## src/hw/cellfifo_pkg.sv

```systemverilog
// Cell FIFO shared definitions
package cellfifo_pkg;

    // ************************************************************************
    // sizes and thresholds
    // ************************************************************************
    localparam int ADDR_SIZE = 6;
    localparam int DATA_SIZE = 16;

    // longest legal cell, in words
    localparam int MAX_LEN   = 8;

    // must lie strictly between MAX_LEN and USED_MAX - MAX_LEN
    localparam int AFULL_NUM = 40;

    localparam int RAM_DEPTH = 1 << ADDR_SIZE;

    // ************************************************************************
    // shared types
    // ************************************************************************
    typedef logic [ADDR_SIZE-1:0] addr_t;
    typedef logic [DATA_SIZE-1:0] data_t;

    // word as stored in the RAM and handed to the reader
    typedef struct packed {
        logic  eoc;
        data_t data;
    } cell_word_t;

    // one slot is wasted so that full and empty can be told apart
    localparam addr_t USED_MAX   = addr_t'(RAM_DEPTH - 1);
    localparam addr_t USED_NFULL = addr_t'(RAM_DEPTH - 2);

    // cell length just before the oversize limit
    localparam addr_t CELL_LAST  = addr_t'(MAX_LEN - 1);

    // almost-full level as an occupancy value
    localparam addr_t AFULL_LVL  = addr_t'(AFULL_NUM);

endpackage

```

## src/hw/cellfifo_ram.sv

```systemverilog
// Cell FIFO storage
`timescale 1ns/1ps

module cellfifo_ram
    import cellfifo_pkg::*;
(
    input  logic       clk,
    input  logic       wen,
    input  addr_t      waddr,
    input  cell_word_t wdata,
    input  logic       ren,
    input  addr_t      raddr,
    output cell_word_t rdata
);

    cell_word_t mem [RAM_DEPTH];

    always_ff @(posedge clk)
    begin
        if (wen)
        begin
            mem[waddr] <= wdata;
        end
    end

    // registered read, holds its value between reads
    always_ff @(posedge clk)
    begin
        if (ren)
        begin
            rdata <= mem[raddr];
        end
    end

endmodule

```

## src/hw/cellfifo_wr_logic.sv

```systemverilog
// Cell FIFO write side
`timescale 1ns/1ps

module cellfifo_wr_logic
    import cellfifo_pkg::*;
(
    input  logic       clk,
    input  logic       rst_n,
    input  logic       wr_vld,
    input  cell_word_t wr_word,
    input  logic       wr_drop,
    input  addr_t      rd_addr,
    output logic       wr_full,
    output logic       wr_afull,
    output logic       wr_over,
    output logic       fifo_err,
    output addr_t      wr_used,
    output addr_t      soc_addr,
    output logic       ram_wen,
    output addr_t      ram_waddr,
    output cell_word_t ram_wdata
);

    addr_t wr_addr;
    addr_t cell_len;
    logic  over_hld;
    logic  wr_eoc;
    logic  cell_drop;
    logic  cell_commit;
    logic  addr_inc;

    assign wr_eoc = wr_vld & wr_word.eoc;

    // the open cell is thrown away on user request, on an earlier overflow
    // inside the cell, or when the last word itself meets a full FIFO
    assign cell_drop = wr_drop | over_hld | wr_full;

    assign cell_commit = wr_eoc & ~cell_drop & ~fifo_err;

    // write address moves on every accepted word, eoc included
    assign addr_inc = wr_vld & ~wr_full & ~fifo_err & ~(wr_word.eoc & cell_drop);

    assign cell_len = wr_addr - soc_addr;
    assign wr_used  = wr_addr - rd_addr;

    // ************************************************************************
    // write and cell start addresses
    // ************************************************************************
    always_ff @(posedge clk or negedge rst_n)
    begin
        if (!rst_n)
        begin
            wr_addr <= '0;
        end
        else if (fifo_err)
        begin
            // oversize cell, back to the cell start right away
            wr_addr <= soc_addr;
        end
        else if (wr_eoc && cell_drop)
        begin
            wr_addr <= soc_addr;
        end
        else if (addr_inc)
        begin
            wr_addr <= wr_addr + addr_t'(1);
        end
    end

    // soc_addr marks the boundary of committed data for the read side
    always_ff @(posedge clk or negedge rst_n)
    begin
        if (!rst_n)
        begin
            soc_addr <= '0;
        end
        else if (cell_commit)
        begin
            soc_addr <= wr_addr + addr_t'(1);
        end
    end

    // ************************************************************************
    // oversize and overflow tracking
    // ************************************************************************
    always_ff @(posedge clk or negedge rst_n)
    begin
        if (!rst_n)
        begin
            fifo_err <= 1'b0;
        end
        else if (wr_eoc)
        begin
            fifo_err <= 1'b0;
        end
        else if (wr_vld && cell_len == CELL_LAST)
        begin
            // MAX_LEN-th word and still no end of cell
            fifo_err <= 1'b1;
        end
    end

    // held until the end of the open cell
    always_ff @(posedge clk or negedge rst_n)
    begin
        if (!rst_n)
        begin
            over_hld <= 1'b0;
        end
        else if (wr_eoc)
        begin
            over_hld <= 1'b0;
        end
        else if (wr_vld && wr_full)
        begin
            over_hld <= 1'b1;
        end
    end

    // ************************************************************************
    // status flags
    // ************************************************************************
    always_ff @(posedge clk or negedge rst_n)
    begin
        if (!rst_n)
        begin
            wr_full  <= 1'b0;
            wr_afull <= 1'b0;
            wr_over  <= 1'b0;
        end
        else
        begin
            wr_full  <= (wr_used == USED_MAX) || (wr_used == USED_NFULL && addr_inc);
            wr_afull <= (wr_used >= AFULL_LVL);
            wr_over  <= wr_vld & wr_full;
        end
    end

    // ************************************************************************
    // RAM write port
    // ************************************************************************
    assign ram_wen   = wr_vld & ~wr_full & ~fifo_err;
    assign ram_waddr = wr_addr;
    assign ram_wdata = wr_word;

endmodule

```

## src/hw/cellfifo_rd_logic.sv

```systemverilog
// Cell FIFO read side
`timescale 1ns/1ps

module cellfifo_rd_logic
    import cellfifo_pkg::*;
(
    input  logic       clk,
    input  logic       rst_n,
    input  logic       rd_en,
    input  addr_t      soc_addr,
    input  cell_word_t ram_rdata,
    output addr_t      rd_addr,
    output logic       ram_ren,
    output addr_t      ram_raddr,
    output logic       rd_vld,
    output cell_word_t rd_word,
    output logic       rd_empty
);

    logic rd_req;

    // ************************************************************************
    // fetch control
    // ************************************************************************

    // only words below the committed boundary may be fetched
    assign rd_empty = (rd_addr == soc_addr);
    assign rd_req   = rd_en & ~rd_empty;

    always_ff @(posedge clk or negedge rst_n)
    begin
        if (!rst_n)
        begin
            rd_addr <= '0;
        end
        else if (rd_req)
        begin
            rd_addr <= rd_addr + addr_t'(1);
        end
    end

    assign ram_ren   = rd_req;
    assign ram_raddr = rd_addr;

    // ************************************************************************
    // output alignment
    // ************************************************************************

    // RAM data shows up one cycle after the request
    always_ff @(posedge clk or negedge rst_n)
    begin
        if (!rst_n)
        begin
            rd_vld <= 1'b0;
        end
        else
        begin
            rd_vld <= rd_req;
        end
    end

    assign rd_word = ram_rdata;

endmodule

```

## src/hw/cellfifo_top.sv

```systemverilog
// Cell FIFO top level
`timescale 1ns/1ps

module cellfifo_top
    import cellfifo_pkg::*;
(
    input  logic       clk,
    input  logic       rst_n,
    input  logic       wr_vld,
    input  cell_word_t wr_word,
    input  logic       wr_drop,
    output logic       wr_full,
    output logic       wr_afull,
    output logic       wr_over,
    output logic       fifo_err,
    output addr_t      wr_used,
    input  logic       rd_en,
    output logic       rd_vld,
    output cell_word_t rd_word,
    output logic       rd_empty
);

    logic       ram_wen;
    addr_t      ram_waddr;
    cell_word_t ram_wdata;
    logic       ram_ren;
    addr_t      ram_raddr;
    cell_word_t ram_rdata;
    addr_t      soc_addr;
    addr_t      rd_addr;

    // ************************************************************************
    // write side, read side and storage
    // ************************************************************************
    cellfifo_wr_logic u_wr_logic (
        .clk       (clk),
        .rst_n     (rst_n),
        .wr_vld    (wr_vld),
        .wr_word   (wr_word),
        .wr_drop   (wr_drop),
        .rd_addr   (rd_addr),
        .wr_full   (wr_full),
        .wr_afull  (wr_afull),
        .wr_over   (wr_over),
        .fifo_err  (fifo_err),
        .wr_used   (wr_used),
        .soc_addr  (soc_addr),
        .ram_wen   (ram_wen),
        .ram_waddr (ram_waddr),
        .ram_wdata (ram_wdata)
    );

    cellfifo_rd_logic u_rd_logic (
        .clk       (clk),
        .rst_n     (rst_n),
        .rd_en     (rd_en),
        .soc_addr  (soc_addr),
        .ram_rdata (ram_rdata),
        .rd_addr   (rd_addr),
        .ram_ren   (ram_ren),
        .ram_raddr (ram_raddr),
        .rd_vld    (rd_vld),
        .rd_word   (rd_word),
        .rd_empty  (rd_empty)
    );

    cellfifo_ram u_ram (
        .clk   (clk),
        .wen   (ram_wen),
        .waddr (ram_waddr),
        .wdata (ram_wdata),
        .ren   (ram_ren),
        .raddr (ram_raddr),
        .rdata (ram_rdata)
    );

endmodule

```

## config.mk

```make
export PLATFORM = sky130hd
export DESIGN_NAME = cellfifo_top
export DESIGN_NICKNAME = d
export VERILOG_FILES = /design/src/hw/cellfifo_pkg.sv /design/src/hw/cellfifo_ram.sv /design/src/hw/cellfifo_wr_logic.sv /design/src/hw/cellfifo_rd_logic.sv /design/src/hw/cellfifo_top.sv
export SDC_FILE = /design/constraint.sdc
export NUM_CORES = 1
export LEC_CHECK = 0
export BUFFER_PORTS_ARGS = -buffer_cell sky130_fd_sc_hd__buf_2
export CORE_MARGIN = 2
export CORE_UTILIZATION = 50
export DETAILED_ROUTE_END_ITERATION = 8
export GPL_TIMING_DRIVEN = 1
export PLACE_DENSITY = 0.7
export SYNTH_ARGS = -nofsm -noshare
export SYNTH_HDL_FRONTEND = slang
export SYNTH_SLANG_ARGS = --single-unit
```

## constraint.sdc

```tcl
create_clock -name clk -period 3.2 [get_ports clk]
set_input_delay 0.64 -clock clk [delete_from_list [all_inputs] [get_ports clk]]
set_output_delay 0.64 -clock clk [all_outputs]
set_load 0.1 [all_outputs]
```

==> flow_summary.ini, run 1 <==
[flow_run]
cap_violations = 0

[grt]
grt_pass1_wl_um = 153000
antenna_found_initial = 5
grt_max_degree = 69
grt_usage_pct = 23.8
grt_pass1_vias = 21800
grt-ovfl-total = 0

[timing]
worst_pin_slew_ps = 1220
relSlewSlack_pct = 19.0
rsz0062_at_grt = true
timing.fmax_ghz = 0.307
fin_crit_sh_pct = 102
clock_skew_ps = 30.5
fin_ws_ps = -55.5
drv_slew = 0
report.final.hold_viol_count = 0
finalCriticalPeriod_ps = 3260
setup_viol = 1

[placement]
dpl.cell_count = 3306
dpl_cell_area_mm2 = 0.0466
post-dp-hpwl_um = 63700
place_ws_ps = 33.1
gp_congestion = 0.922
port_buffers = 50

[critical_path]
critical_path.cell_chain = inv_4 > ha_1 > nor2b_1 > o21ai_2 > a21boi_2 > o21ai_2 > a21oi_4 > nor2_4 > buf_12
startpoint_type = flip-flop
cp_common_cell = o21ai_2
crit_path_max_incr_delay_ps = 490
cp_slowest_cell = dfrtp_4
cp.arrival_ps = 2620
r2r_slack_ps = 120
path_max_fanout = 3
worst-path-buf-inv = 2
path_class = reg2out
crit_family = compound AO/OA/AOI/OAI gates
end_kind = output port
critPathRequiredTime_ps = 2560

[finish]
fillers = 6110
drive_gt1_share_pct = 29.6
stdcell_area_mm2 = 0.0503
instances_no_fill = 3523
area_growth_pct = 14.5
antennaDiodeCount = 0
fin_nets = 2312

[cts]
ctsRootBufferMaster = clkbuf_16
cts_tree = built
clkLatencyLatePin_ps = 690
clock_path_buffers = 3
path_clk_slew_ps = 60
cts_buffers = 111
htree_levels = 3
cts.sinks = 1129

[floorplan]
dieArea_mm2 = 0.0902
initial_utilization_pct = 50.5
fp-row-count = 108
die_h_um = 300
dieWidth_um = 300
coreArea_mm2 = 0.0869
io_pins = 51

[synthesis]
synth-warning-count = 0
synth_largest_area_cell = edfxtp_1
syn_area_mm2 = 0.0439
synth.distinct_cells = 50
synth.top_cell.area_share_pct = 75.6
synth_edf_count = 1105
ys_top_cells_by_count = 1,105 x edfxtp_1, 255 x mux4_2, 101 x mux2i_1
netlist_instances = 2045
avgSynthCellArea_um2 = 21.5
synth_area_leaders = edfxtp_1 76%, mux4_2 13%, mux2i_1 2.3%
ys_ff_latch = 1129
async_flop_share_pct = 2.13
synth_seq_area_share_pct = 76.9
yosysMostFrequentCell = edfxtp_1
syn-num-nets = 2081
ys.flop_type = edfxtp_1

[power_and_ir_drop]
cellLeakagePower_nw = 16.4
irDropWorstVdd_v = 0.00215
power_density_mw_per_mm2 = 910
power_w = 0.0458

[routing]
drtIter0Drc = 3309
vias_per_cell = 6.29
via_count = 22200
wl_um = 106000
first_pass_iters = 5
wl_per_cell_um = 30.2
drc_errors = 0
drtAntennaViolNets = 0

[min_path]
hold_class = in2reg

[run_status]
status = finished with violations
violations = setup timing
-- power breakdown --
part	switching (W)	internal [W]	leakage (nW)
clock network	0.00538	0.00716	1.70
registers	0.000449	0.0170	10.3
logic	0.00958	0.00618	4.41
total	0.0154	0.0304	16.4
-- layer usage --
metal	track usage, %	part of all wire (%)	vias to the layer above
li1	-	-	9008
met1	34.9	40	11700
met2	36.5	47	1248
met3	5.26	10	174
met4	6.48	2.4	6
met5	0	0.032	-
-- layout by cell type, fill, tap and decap left out, types with 15 or more instances in the layout --
cell type	instances
a211oi_1	15
a22oi_1	68
buf_12	22
clkinv_1	28
nor2_2	25
buf_4	161
a21oi_1	23
clkbuf_1	22
buf_2	44
edfxtp_1	1105
clkbuf_16	114
nor2_1	55
o22ai_1	17
nand3_1	28
o21ai_0	21
clkinv_2	21
mux4_2	255
inv_1	15
mux2i_1	101
dfrtp_1	21
nand2_1	57
-- cell families (layout without fill, tap and decap cells) --
family | after synthesis | after routing | synth area share [%]
buffers and inverters | 130 | 453 | 1.70
and+or+nand+nor | 213 | 213 | 2.17
xor gates and xnor gates | 21 | 21 | 0.419
DFF | 1129 | 1129 | 76.9
AOI/OAI and AO/OA | 182 | 182 | 2.96
muxes | 356 | 356 | 15.4
adders and majority gates | 14 | 14 | 0.433
-- flip-flops by register name, summed over array words and instances, names as in the netlist, 6 cells and up --
| register | count |
|---|---|
| u_ram.mem | 1088 |
| u_ram.rdata | 17 |
| u_rd_logic.ram_raddr | 6 |
| u_wr_logic.ram_waddr | 6 |
| u_wr_logic.soc_addr | 6 |
-- per-stage QoR --
step	util (%)	TNS, ps	hold slack [ps]
2_1_floorplan	-	-558	344
3_3_place_gp	53.6	0	467
3_5_place_dp	53.6	0	473
4_1_cts	57.7	-55.6	299
5_1_grt	57.9	-198	310
6_report	57.9	-55.5	330
-- timing repair --
item / CTS / global route
resized for setup: 11 / 15
setup endpoints to repair: 6 / 8
hold buffers: 1 / 0
hold endpoints to repair: 18 / 0
pin swaps: 6 / 8
setup buffers: 7 / 4
-- worst register-to-register path, delay by kind of cell, from the launching register on --
| family | cells | cell delay [ps] |
|---|---|---|
| AND/OR/NAND/NOR | 1 | 200 |
| buffers and inverters | 4 | 880 |
| flip-flops | 1 | 440 |
| AO/OA/AOI/OAI | 3 | 770 |
| multiplexers | 1 | 510 |
-- area by class of cell --
class                      instances  area (µm²)  area share [%]
timing repair buffer             229        1890            3.76
clock buffer                     137        2950            5.87
sequential                      1129       33800            67.2
clock inverter                    68         549            1.09
inverter                          19        73.8           0.147
multi-input combinational        786        9570            19.0
tap                             1155        1450            2.87
-- path summary, 6_finish.rpt --
| check | from | end | depth (start not counted) |
|---|---|---|---|
| worst min register to register | u_wr_logic.over_hld$_DFFE_PN0P_ | u_wr_logic.over_hld$_DFFE_PN0P_ | 1 |
| worst min-delay path | wr_word[1] | u_ram.mem[6][1]$_DFFE_PP_ | 1 |
| min in group asynchronous | rst_n | u_wr_logic.wr_full$_DFF_PN0_ | 2 |
| worst max-delay path | u_rd_logic.ram_raddr[1]$_DFFE_PN0P_ | wr_used[5] | 9 |
| max in group asynchronous | rst_n | u_rd_logic.ram_raddr[1]$_DFFE_PN0P_ | 2 |
| worst max register to register | u_rd_logic.ram_raddr[0]$_DFFE_PN0P_ | u_ram.rdata[1]$_DFFE_PP_ | 9 |
No activity file was read; power rests on OpenSTA's default activity.
==> run 2, diff against run 1 <==
--- a/config.mk
+++ b/config.mk
@@ -7,10 +7,12 @@
 export LEC_CHECK = 0
 export BUFFER_PORTS_ARGS = -buffer_cell sky130_fd_sc_hd__buf_2
 export CORE_MARGIN = 2
-export CORE_UTILIZATION = 50
+export CORE_UTILIZATION = 55
+export CTS_BUF_LIST = sky130_fd_sc_hd__clkbuf_8
 export DETAILED_ROUTE_END_ITERATION = 8
 export GPL_TIMING_DRIVEN = 1
-export PLACE_DENSITY = 0.7
+export PLACE_DENSITY = 0.76
 export SYNTH_ARGS = -nofsm -noshare
 export SYNTH_HDL_FRONTEND = slang
+export SYNTH_HIERARCHICAL = 1
 export SYNTH_SLANG_ARGS = --single-unit
==> run 2 against run 1 <==
Against the previous run:
- the flow now finishes without violations
- sequential power is essentially flat
- combinational power hardly changed
- power is 4.2% lower
- synthesized cell count grew 5.5%
- first-iteration DRC count shrank 12%
- routed wire length shrank 2.2%
- global-route usage up 1.6 points
- clock skew rose by 22 ps
- via count up 3.1%
- largest cell class unchanged
- largest power group unchanged
==> flow_summary.ini, run 2 <==
[timing]
drv_slew = 0
setup_viol = 0
timing.hold.ws_ps = 108
worst_pin_slew_ps = 1270
relSlewSlack_pct = 15.4
clock_skew_ps = 52.7
fin_crit_sh_pct = 99.7
rsz0062_at_grt = true
timing.fmax_ghz = 0.313
report.final.hold_viol_count = 0
finalCriticalPeriod_ps = 3190

[synthesis]
synth_top_family_by_area = multiplexers
ys_top_cells_by_count = 1,105 x edfxtp_1, 216 x mux4_2, 128 x mux2i_1
synth-adder-area-share_pct = 0.428
syn-num-nets = 2193
async_flop_share_pct = 2.13
synthMuxAreaShare_pct = 14.2
synth_compound_area_share_pct = 3.61
synth.top_cell.area_share_pct = 74.7
synthXorXnorAreaFrac_pct = 0.450
syn_area_mm2 = 0.0444
netlist_instances = 2157
synth.distinct_cells = 62
synth_area_leaders = edfxtp_1 75%, mux4_2 11%, mux2i_1 2.9%
synth_largest_area_cell = edfxtp_1
synth_edf_count = 1105
synth-warning-count = 6
ys.flop_type = edfxtp_1
ys_ff_latch = 1129
synthSimpleGateAreaFrac_pct = 2.88
avgSynthCellArea_um2 = 20.6
synth_seq_area_share_pct = 76.0
yosysMostFrequentCell = edfxtp_1

[finish]
drive_gt1_share_pct = 27.7
largestRegisters = u_ram/mem (1088), u_ram/rdata (17)
final_common_cell = edfxtp_1
area_growth_pct = 12.3
largest_reg_flops = 1088
layout_common_cells = 1,105 x edfxtp_1, 216 x mux4_2, 172 x clkbuf_8, 157 x buf_4, 128 x mux2i_1
fin_nets = 2436
top_register = u_ram/mem
stdcell_area_mm2 = 0.0499

[routing]
first_pass_iters = 5
wl_per_cell_um = 28.9
wl_um = 104000
vias_per_cell = 6.36
via_count = 22900
drtIter0Drc = 2918
drtAntennaViolNets = 0
drc_errors = 0

[critical_path]
path_max_fanout = 2
crit_path_max_incr_delay_ps = 400
reg2reg_depth = 8
end_kind = output port
r2r-end = u_ram/rdata[16]$_DFFE_PP_
cp_common_cell = inv_2
path_class = reg2out
critPathRequiredTime_ps = 2560
cp.arrival_ps = 2550
r2r_slack_ps = 110
cp_slowest_cell = dfrtp_1
startpoint_type = flip-flop
r2r_start = u_rd_logic/ram_raddr[1]$_DFFE_PN0P_
critical_path.cell_chain = inv_2 > ha_4 > inv_2 > fa_2 > a21o_1 > a21oi_2 > xnor2_2 > buf_12

[floorplan]
io_pins = 51
dieArea_mm2 = 0.0831
initial_utilization_pct = 55.4
dieWidth_um = 288
fp-row-count = 104
coreArea_mm2 = 0.0803
die_h_um = 288

[grt]
grt_pass1_vias = 22900
antenna_found_initial = 3
grt_usage_pct = 25.4
grt_max_degree = 65
grt-ovfl-total = 0
grt_pass1_wl_um = 152000

[cts]
cts_buffers = 171
cts.sinks = 1129
htree_levels = 4
ctsRootBufferMaster = clkbuf_8
path_clk_slew_ps = 60
clkLatencyLatePin_ps = 840
cts_tree = built
clock_path_buffers = 3

[power_and_ir_drop]
power_density_mw_per_mm2 = 879
irDropWorstVdd_v = 0.00131
cellLeakagePower_nw = 16.6
power_w = 0.0438

[placement]
post-dp-hpwl_um = 62000
dpl_cell_area_mm2 = 0.0465
port_buffers = 50
gp_congestion = 0.886

[min_path]
holdPathEnd = u_wr_logic/wr_over$_DFF_PN0_
hold_class = in2reg
hold_start = wr_vld
hold_path_depth = 2

[run_status]
status = finished clean

[flow_run]
cap_violations = 0
[run 2: logic make-up (layout without fill, tap and decap cells)]
family,count (synthesis),count (layout)
AOI/OAI and AO/OA,203,203
xor gates and xnor gates,22,22
adders and majority gates,14,14
buffers and inverters,170,549
DFF,1129,1129
muxes,358,358
other,0,1
and+or+nand+nor,261,261
[run 2: critical path, delay by kind of cell (launching register included)]
family / cells / cell delay (ps)
AO/OA/AOI/OAI: 2 / 350
flip-flops: 1 / 400
adder cells (fa/ha/maj): 2 / 470
buffers and inverters: 3 / 330
XOR/XNOR: 1 / 160
[run 2: metal layers]
metal | wire length, µm | GRT usage (%)
met5 | 27 | 0
met4 | 3250 | 9.95
met3 | 11300 | 5.92
met1 | 39300 | 35.3
met2 | 50100 | 39.6
[run 2: how the worst max path moves through the flow]
| stage | from | to | slack [ps] |
|---|---|---|---|
| global placement | u_rd_logic/ram_raddr[0]$_DFFE_PN0P_ | u_ram/rdata[0]$_DFFE_PP_ | 190 |
| floorplan | u_wr_logic/fifo_err$_DFFE_PN0P_ | u_ram/mem[62][0]$_DFFE_PP_ | 310 |
| CTS | u_wr_logic/ram_waddr[0]$_DFFE_PN0P_ | wr_used[4] | -60 |
| finish | u_wr_logic/ram_waddr[0]$_DFFE_PN0P_ | wr_used[4] | 8 |
| global route | u_rd_logic/ram_raddr[1]$_DFFE_PN0P_ | wr_used[5] | -80 |
| detailed placement | u_rd_logic/ram_raddr[2]$_DFFE_PN0P_ | u_ram/rdata[14]$_DFFE_PP_ | 140 |
[run 2: cell type report]
type / count / area, µm²
Sequential cell: 1129 / 33800
Antenna cell: 1 / 2.50
Tap cell: 1060 / 1330
Timing Repair Buffer: 226 / 1870
Fill cell: 5282 / 30400
Clock inverter: 137 / 773
Clock buffer: 172 / 2370
Multi-Input combinational cell: 858 / 9700
Inverter: 14 / 52.6
[run 2: power by group]
part           internal (W)  total [W]  switching [W]  leakage, nW
logic               0.00605     0.0157        0.00964         4.52
registers            0.0169     0.0173       0.000318         10.2
clock network       0.00547     0.0109        0.00542         1.83
total                0.0285     0.0438         0.0154         16.6
[run 2: stage by stage]
stage               setup TNS (ps)  setup slack (ps)  cells  util, %
detailed placement               0               140   3272     58.0
finish                           0              8.26   3597     62.1
floorplan                        0               313   2157        -
global placement                 0               188   3272     58.0
CTS                           -122             -62.0   3592     62.1
global route                  -155             -77.6   3597     62.1
[run 2: what timing repair did]
action | in CTS | in global routing
pin swaps | 6 | 6
hold endpoints to repair | 24 | 0
hold buffers | 1 | 0
buffers inserted | 10 | 4
resized for setup | 18 | 6
setup endpoints to repair | 6 | 6
